## src/hdl/wb_defs.svh

```systemverilog
`ifndef WB_DEFS_SVH
`define WB_DEFS_SVH

// datapath widths
`define WB_XLEN   32
`define WB_INST_W 32
`define WB_GPR_W  5
`define WB_CSR_W  12

// ======================================================================
// machine mode csr addresses
// ======================================================================
`define WB_CSR_MSTATUS  12'h300
`define WB_CSR_MTVEC    12'h305
`define WB_CSR_MSCRATCH 12'h340
`define WB_CSR_MEPC     12'h341
`define WB_CSR_MCAUSE   12'h342

`endif

```

## src/hdl/wb_pkg.sv

```systemverilog
`include "wb_defs.svh"

package wb_pkg;

    // scalar types of the write-back datapath
    typedef logic [`WB_XLEN-1:0]  xlen_t;
    typedef logic [`WB_INST_W-1:0] inst_t;
    typedef logic [`WB_GPR_W-1:0]  gpr_addr_t;
    typedef logic [`WB_CSR_W-1:0]  csr_addr_t;

    // ==================================================================
    // bundle handed over from the memory stage
    // ==================================================================
    typedef struct packed {
        // instruction identity
        xlen_t     pc;
        inst_t     inst;

        // candidate write data
        xlen_t     alu_out;
        xlen_t     csr_out;
        xlen_t     rdata;

        // write controls
        logic      write_gpr;
        logic      write_csr_1;
        logic      write_csr_2;
        logic      mem_to_reg;

        // destinations
        gpr_addr_t rd;
        csr_addr_t csr_rd_1;
        csr_addr_t csr_rd_2;

        // stop the core after this one retires
        logic      halt;
    } wb_bundle_t;

endpackage

```

## src/hdl/wb_if.sv

```systemverilog
// stage register to selector
interface wb_stage_if;

    import wb_pkg::*;

    logic       valid;
    wb_bundle_t bundle;

    modport stage (
        output valid,
        output bundle
    );

    modport sel (
        input valid,
        input bundle
    );

endinterface

// two csr write requests per retiring instruction
interface csr_write_if;

    import wb_pkg::*;

    // port 1 carries the csr instruction result
    logic      we_1;
    csr_addr_t addr_1;
    xlen_t     data_1;

    // port 2 carries the epc save, higher priority
    logic      we_2;
    csr_addr_t addr_2;
    xlen_t     data_2;

    modport src (
        output we_1, addr_1, data_1,
        output we_2, addr_2, data_2
    );

    modport dst (
        input we_1, addr_1, data_1,
        input we_2, addr_2, data_2
    );

endinterface

```

## src/hdl/csr_file.sv

```systemverilog
`include "wb_defs.svh"

module csr_file (
    input  logic              clk,
    input  logic              rst_n,

    // two write requests from the selector
    csr_write_if.dst          wr,

    // read port
    input  wb_pkg::csr_addr_t raddr,
    output wb_pkg::xlen_t     rdata
);

    import wb_pkg::*;

    localparam int          N_CSR    = 5;
    // index for an address outside the map
    localparam logic [2:0]  IDX_NONE = 3'd5;

    xlen_t      csr_q [N_CSR];
    logic [2:0] idx_1;
    logic [2:0] idx_2;
    logic [2:0] idx_r;

    // ==================================================================
    // address decode
    // ==================================================================
    function automatic logic [2:0] csr_index(input csr_addr_t addr);
        logic [2:0] idx;
        case (addr)
            `WB_CSR_MSTATUS:  idx = 3'd0;
            `WB_CSR_MTVEC:    idx = 3'd1;
            `WB_CSR_MSCRATCH: idx = 3'd2;
            `WB_CSR_MEPC:     idx = 3'd3;
            `WB_CSR_MCAUSE:   idx = 3'd4;
            default:          idx = IDX_NONE;
        endcase
        return idx;
    endfunction

    assign idx_1 = csr_index(wr.addr_1);
    assign idx_2 = csr_index(wr.addr_2);
    assign idx_r = csr_index(raddr);

    // ==================================================================
    // storage
    // ==================================================================
    // port 2 wins on a shared target, unmapped writes fall through
    always_ff @(posedge clk or negedge rst_n) begin
        if (!rst_n) begin
            for (int i = 0; i < N_CSR; i++) begin
                csr_q[i] <= '0;
            end
        end else begin
            for (int i = 0; i < N_CSR; i++) begin
                if (wr.we_2 && idx_2 == 3'(i)) begin
                    csr_q[i] <= wr.data_2;
                end else if (wr.we_1 && idx_1 == 3'(i)) begin
                    csr_q[i] <= wr.data_1;
                end
            end
        end
    end

    // ==================================================================
    // read with forwarding
    // ==================================================================
    always_comb begin
        if (idx_r == IDX_NONE) begin
            rdata = '0;
        end else if (wr.we_2 && wr.addr_2 == raddr) begin
            rdata = wr.data_2;
        end else if (wr.we_1 && wr.addr_1 == raddr) begin
            rdata = wr.data_1;
        end else begin
            rdata = csr_q[idx_r];
        end
    end

endmodule

```

## src/hdl/gpr_file.sv

```systemverilog
module gpr_file (
    input  logic              clk,
    input  logic              rst_n,

    // write port
    input  logic              we,
    input  wb_pkg::gpr_addr_t waddr,
    input  wb_pkg::xlen_t     wdata,

    // read ports
    input  wb_pkg::gpr_addr_t rs1_addr,
    input  wb_pkg::gpr_addr_t rs2_addr,
    output wb_pkg::xlen_t     rs1_data,
    output wb_pkg::xlen_t     rs2_data
);

    import wb_pkg::*;

    // x0 has no storage
    xlen_t regs [1:31];

    // ==================================================================
    // write side
    // ==================================================================
    always_ff @(posedge clk or negedge rst_n) begin
        if (!rst_n) begin
            for (int i = 1; i < 32; i++) begin
                regs[i] <= '0;
            end
        end else if (we && waddr != '0) begin
            regs[waddr] <= wdata;
        end
    end

    // ==================================================================
    // read side
    // ==================================================================
    // same-cycle write is forwarded, x0 always zero
    function automatic xlen_t read_port(input gpr_addr_t addr);
        xlen_t data;
        if (addr == '0) begin
            data = '0;
        end else if (we && waddr == addr) begin
            data = wdata;
        end else begin
            data = regs[addr];
        end
        return data;
    endfunction

    always_comb begin
        rs1_data = read_port(rs1_addr);
        rs2_data = read_port(rs2_addr);
    end

endmodule

```

## src/hdl/mem_wb_stage.sv

```systemverilog
module mem_wb_stage (
    input  logic               clk,
    input  logic               rst_n,

    // bundle from the memory stage
    input  logic               in_valid,
    input  wb_pkg::wb_bundle_t in_bundle,

    // registered bundle towards the selector
    wb_stage_if.stage          wb
);

    import wb_pkg::*;

    logic       valid_q;
    wb_bundle_t bundle_q;

    // ==================================================================
    // valid bit
    // ==================================================================
    // high for exactly one cycle after each strobe
    always_ff @(posedge clk or negedge rst_n) begin
        if (!rst_n) begin
            valid_q <= 1'b0;
        end else begin
            valid_q <= in_valid;
        end
    end

    // ==================================================================
    // payload
    // ==================================================================
    // captured on a strobe, otherwise the last bundle stays put
    always_ff @(posedge clk) begin
        if (in_valid) begin
            bundle_q <= in_bundle;
        end
    end

    assign wb.valid  = valid_q;
    assign wb.bundle = bundle_q;

endmodule

```

## src/hdl/wb_select.sv

```systemverilog
module wb_select (
    input  logic              clk,
    input  logic              rst_n,

    // registered bundle
    wb_stage_if.sel           wb,

    // general register write
    output logic              gpr_we,
    output wb_pkg::gpr_addr_t gpr_waddr,
    output wb_pkg::xlen_t     gpr_wdata,

    // csr write requests
    csr_write_if.src          csr_wr,

    // retire status
    output logic              commit,
    output wb_pkg::xlen_t     commit_pc,
    output wb_pkg::inst_t     commit_inst,
    output logic              halted,
    output logic [63:0]       instret
);

    import wb_pkg::*;

    wb_bundle_t b;

    assign b = wb.bundle;

    // nothing retires once the core has halted
    assign commit      = wb.valid && !halted;
    assign commit_pc   = b.pc;
    assign commit_inst = b.inst;

    // ==================================================================
    // write data selection
    // ==================================================================
    // load data or alu result
    assign gpr_wdata = b.mem_to_reg ? b.rdata : b.alu_out;
    assign gpr_waddr = b.rd;
    assign gpr_we    = commit && b.write_gpr;

    // port 1 takes the csr result
    assign csr_wr.we_1   = commit && b.write_csr_1;
    assign csr_wr.addr_1 = b.csr_rd_1;
    assign csr_wr.data_1 = b.csr_out;

    // port 2 saves the pc, as mepc for a trap-style instruction
    assign csr_wr.we_2   = commit && b.write_csr_2;
    assign csr_wr.addr_2 = b.csr_rd_2;
    assign csr_wr.data_2 = b.pc;

    // ==================================================================
    // retire counter and halt latch
    // ==================================================================
    always_ff @(posedge clk or negedge rst_n) begin
        if (!rst_n) begin
            instret <= 64'd0;
            halted  <= 1'b0;
        end else if (commit) begin
            instret <= instret + 64'd1;
            // sticky until reset, the halting item itself still counts
            if (b.halt) begin
                halted <= 1'b1;
            end
        end
    end

endmodule

```

## src/hdl/wb_subsystem.sv

```systemverilog
module wb_subsystem (
    input  logic              clk,
    input  logic              rst_n,

    // incoming bundle, qualified by in_valid
    input  logic              in_valid,
    input  wb_pkg::xlen_t     in_pc,
    input  wb_pkg::inst_t     in_inst,
    input  wb_pkg::xlen_t     in_alu_out,
    input  wb_pkg::xlen_t     in_csr_out,
    input  wb_pkg::xlen_t     in_rdata,
    input  logic              in_write_gpr,
    input  logic              in_write_csr_1,
    input  logic              in_write_csr_2,
    input  logic              in_mem_to_reg,
    input  wb_pkg::gpr_addr_t in_rd,
    input  wb_pkg::csr_addr_t in_csr_rd_1,
    input  wb_pkg::csr_addr_t in_csr_rd_2,
    input  logic              in_halt,

    // read addresses
    input  wb_pkg::gpr_addr_t rs1_addr,
    input  wb_pkg::gpr_addr_t rs2_addr,
    input  wb_pkg::csr_addr_t csr_raddr,

    // read data
    output wb_pkg::xlen_t     rs1_data,
    output wb_pkg::xlen_t     rs2_data,
    output wb_pkg::xlen_t     csr_rdata,

    // retire status
    output logic              commit,
    output wb_pkg::xlen_t     commit_pc,
    output wb_pkg::inst_t     commit_inst,
    output logic              halted,
    output logic [63:0]       instret
);

    import wb_pkg::*;

    wb_bundle_t in_bundle;
    logic       gpr_we;
    gpr_addr_t  gpr_waddr;
    xlen_t      gpr_wdata;

    wb_stage_if  wb_stage ();
    csr_write_if csr_wr ();

    // pack the plain inputs
    assign in_bundle = '{
        pc:          in_pc,
        inst:        in_inst,
        alu_out:     in_alu_out,
        csr_out:     in_csr_out,
        rdata:       in_rdata,
        write_gpr:   in_write_gpr,
        write_csr_1: in_write_csr_1,
        write_csr_2: in_write_csr_2,
        mem_to_reg:  in_mem_to_reg,
        rd:          in_rd,
        csr_rd_1:    in_csr_rd_1,
        csr_rd_2:    in_csr_rd_2,
        halt:        in_halt
    };

    // ==================================================================
    // write-back blocks
    // ==================================================================
    mem_wb_stage u_stage (
        .clk       (clk),
        .rst_n     (rst_n),
        .in_valid  (in_valid),
        .in_bundle (in_bundle),
        .wb        (wb_stage)
    );

    wb_select u_select (
        .clk         (clk),
        .rst_n       (rst_n),
        .wb          (wb_stage),
        .gpr_we      (gpr_we),
        .gpr_waddr   (gpr_waddr),
        .gpr_wdata   (gpr_wdata),
        .csr_wr      (csr_wr),
        .commit      (commit),
        .commit_pc   (commit_pc),
        .commit_inst (commit_inst),
        .halted      (halted),
        .instret     (instret)
    );

    gpr_file u_gpr (
        .clk      (clk),
        .rst_n    (rst_n),
        .we       (gpr_we),
        .waddr    (gpr_waddr),
        .wdata    (gpr_wdata),
        .rs1_addr (rs1_addr),
        .rs2_addr (rs2_addr),
        .rs1_data (rs1_data),
        .rs2_data (rs2_data)
    );

    csr_file u_csr (
        .clk   (clk),
        .rst_n (rst_n),
        .wr    (csr_wr),
        .raddr (csr_raddr),
        .rdata (csr_rdata)
    );

endmodule

```

## config.mk

```make
export PLATFORM = sky130hd
export DESIGN_NAME = wb_subsystem
export DESIGN_NICKNAME = d
export VERILOG_FILES = /design/src/hdl/wb_pkg.sv /design/src/hdl/wb_if.sv /design/src/hdl/csr_file.sv /design/src/hdl/gpr_file.sv /design/src/hdl/mem_wb_stage.sv /design/src/hdl/wb_select.sv /design/src/hdl/wb_subsystem.sv
export VERILOG_INCLUDE_DIRS = /design/src /design/src/hdl
export SDC_FILE = /design/constraint.sdc
export NUM_CORES = 2
export LEC_CHECK = 0
export BUFFER_PORTS_ARGS = -buffer_cell sky130_fd_sc_hd__buf_2
export CORE_MARGIN = 2
export CORE_UTILIZATION = 55
export DETAILED_ROUTE_END_ITERATION = 7
export PLACE_DENSITY = 0.78
export SYNTH_ARGS = -nofsm -noshare
export SYNTH_HDL_FRONTEND = slang
export SYNTH_SLANG_ARGS = --single-unit
export TNS_END_PERCENT = 20
```

## constraint.sdc

```tcl
create_clock -name clk -period 3.4 [get_ports clk]
set_clock_uncertainty 0.05 [all_clocks]
set_input_delay 0.34 -clock clk [delete_from_list [all_inputs] [get_ports clk]]
set_output_delay 0.34 -clock clk [all_outputs]
set_load 0.01 [all_outputs]
```

==> impl_metrics.py <==
metrics = {
    "logic_synthesis": {
        "synth_area_leaders": "dfrtp_1 43%, mux4_2 14%, edfxtp_1 8.3%, a21oi_1 5.2%, nor2_1 4.2%",
        "syn_area_sq_um": 70550,
        "synth_largest_area_cell": "dfrtp_1",
        "yosys_most_used_dff": "dfrtp_1",
        "ys_seq_area_share_pct": 51.46,
        "synth_area_per_cell_sq_um": 11.02,
        "synthArstFlopShare_pct": 86.26,
        "ys_seq_elements": 1412,
        "syn_nets": 6622,
        "yosys_warnings": 0,
        "synth-edff-count": 194,
        "synthDominantCellAreaShare_pct": 43.20,
        "syn_inst": 6402,
        "ys_types": 65,
    },
    "global_routing": {
        "track_usage_pct": 36.72,
        "grt_pass1_vias": 59408,
        "grt-busiest-layer": "met2",
        "met2_usage_pct": 55.70,
        "antenna_found_initial": 4,
        "grt_max_degree": 123,
        "gr-total-overflow": 0,
        "grtUsageMet1_pct": 44.91,
        "use_met3_pct": 12.17,
        "grt_pass1_wl_um": 363600,
    },
    "final_layout": {
        "fin_cells": 8605,
        "layout_commonest_cell": "dfrtp_1",
        "final_util_pct": 65.48,
        "fillers": 8932,
        "final_nets": 7035,
        "layout-drive-gt1-share_pct": 24.45,
        "final_area_sq_um": 83400,
        "most-common-layout-cells": "1216 x dfrtp_1, 770 x nor2_1, 725 x a21oi_1",
        "syn_to_final_growth_pct": 18.22,
    },
    "place": {
        "port_buffers": 444,
        "dpl.cell_count": 8108,
        "dp_hpwl_um": 140900,
        "gp_congestion": 0.9429,
        "post-place-ws_ps": 186.1,
        "placed_cell_area_sq_um": 75410,
    },
    "clocking": {
        "cts-root-buf": "clkbuf_16",
        "htreeDepth": 4,
        "cts_buffers": 151,
        "clk_latency_ps": 820,
        "clockBufferDepth": 3,
        "clock-sinks": 1412,
        "cts_tree": "built",
        "path_clk_slew_ps": 60,
    },
    "worst_setup_path": {
        "r2r-end": "u_csr.csr_q[12]",
        "r2r_cells": 8,
        "crit_path_start_kind": "register",
        "endpoint_kind": "output port",
        "r2r_setup_slack_ps": 540,
        "critPathKind": "reg -> out",
        "critPathMaxFanout": 7,
        "arrival_ps": 3130,
        "crit_required_ps": 3010,
        "reg2reg_from": "u_select.halted",
        "startpoint": "u_stage.wb.bundle[27]",
    },
    "power_and_ir_drop": {
        "powerDensity_nw_per_um2": 474.3,
        "p_leak_nw": 37.05,
        "vdd_drop_max_uv": 573.6,
        "total_power_mw": 39.56,
    },
    "run_status": {
        "failed_checks": "negative setup slack",
        "outcome": "finished with violations",
    },
    "timing": {
        "finalHoldViolCount": 0,
        "max_slew.worst_pin.slew_ps": 1033,
        "setup_violations": 31,
        "fin_ws_ps": -121.0,
        "slew_headroom_pct": 31.12,
        "slew_viol_final": 0,
        "timing.setup.tns_ps": -1811,
        "rsz0062_at_grt": "yes",
        "finalCriticalPeriod_ps": 3521,
        "whs_ps": 71.05,
        "max_freq_mhz": 284.0,
        "period_share_pct": 103.6,
    },
    "floorplan": {
        "die_h_um": 362.1,
        "core-area_sq_um": 127400,
        "fp.dieArea_sq_um": 131100,
        "die_w_um": 362.1,
        "num_rows": 131,
        "ioPinCount": 445,
        "start_util_pct": 55.39,
    },
    "hold_path": {
        "hold_path_end": "u_stage.wb.bundle[119]",
        "hp-class": "in -> reg",
        "worstHoldStart": "in_valid",
        "holdPathStages": 1,
    },
    "drt": {
        "ant_nets": 0,
        "first_iter_violations": 8805,
        "num_vias": 58881,
        "vias_per_cell": 6.843,
        "routed_wl_um": 241500,
        "first_pass_iters": 7,
        "wl_per_cell_um": 28.06,
        "drc": 0,
    },
    "run": {
        "maxCapViolCount": 0,
    },
}
[cell families (layout without fill, tap and decap cells)]
kind of cell | after synthesis | after routing | share of synthesized area [%]
compound gates | 1684 | 1684 | 13.80
xor+xnor | 99 | 99 | 1.229
fa+ha+maj | 1 | 1 | 0.01773
buf+inv | 687 | 1225 | 4.262
flops | 1412 | 1412 | 51.46
mux | 786 | 786 | 18.97
other cells | 0 | 3 | 0
simple gates | 1733 | 1733 | 10.25
[worst max-delay path by stage]
| stage | end | slack [ps] | cells after the start |
|---|---|---|---|
| finish | rs2_data[3] | -120 | 10 |
| global route | rs2_data[12] | -170 | 10 |
| CTS | rs2_data[9] | -90 | 10 |
| detailed placement | rs1_data[21] | 190 | 9 |
| global placement | rs1_data[21] | 150 | 9 |
| floorplan | rs1_data[12] | 900 | 8 |
[repair_timing]
item / in CTS / in global routing
endpoints found under the setup margin: 88 / 83
endpoints found under the hold margin: 287 / 0
resized for setup: 64 / 71
gates cloned: 1 / 1
pin swaps: 9 / 17
setup buffers: 6 / 13
hold buffers: 195 / 0
[metal layers]
metal / share of wire, % / up-vias
li1: - / 24132
met1: 34 / 28904
met3: 13 / 1269
met5: 0.013 / -
met2: 45 / 4572
met4: 7.6 / 4
[where the power goes]
part | internal (mW) | switching [mW] | total, mW
clock | 9.92 | 7.23 | 17.1
combinational | 1.62 | 2.53 | 4.14
sequential | 17.7 | 0.540 | 18.3
[synth_stat cells, types with 21 or more instances]
cell type,count
buf_1,37
a22oi_1,69
buf_4,68
buf_2,119
nor2b_1,42
a32o_1,39
o22ai_1,122
nor3_1,75
a221oi_1,41
nand4_1,23
o311ai_1,41
nor2_1,782
o21ai_1,89
xnor2_1,32
a21oi_1,727
dfrtp_1,1218
nand2_1,647
nand3_1,52
mux2i_1,229
clkbuf_1,437
mux2_2,129
mux4_2,428
edfxtp_1,194
or2_1,27
xor2_1,67
o21ai_0,419
o211ai_1,34
inv_1,21
a22o_1,42
[state kept, by name (all words and copies together) (netlist names)]
name / flops
u_stage.wb.valid: 1
u_select.instret: 64
u_select.halted: 1
u_csr.csr_q: 160
u_stage.wb.bundle: 194
u_gpr.regs: 992
[cell type report]
type / instances / area (sq um) / share of cell area (%)
multi-input cells: 4303 / 32240 / 38.66
diodes: 3 / 7.507 / 0.009002
clock buffers: 215 / 4438 / 5.322
well taps: 1662 / 2079 / 2.493
repair buffers: 925 / 7515 / 9.011
flip-flops and latches: 1412 / 36310 / 43.54
clock inverters: 63 / 725.7 / 0.8702
inverters: 22 / 82.58 / 0.09902
[worst max-delay path, cell delays in order (launching register included)]
cell	delay (ps)
edfxtp_1	430
buf_6	150
xor2_2	160
nor4_2	300
buf_4	180
a31o_4	240
buf_12	190
o31ai_2	90
a221oi_2	280
buf_4	180
buf_4	110
No activity file was read; power rests on OpenSTA's default activity.
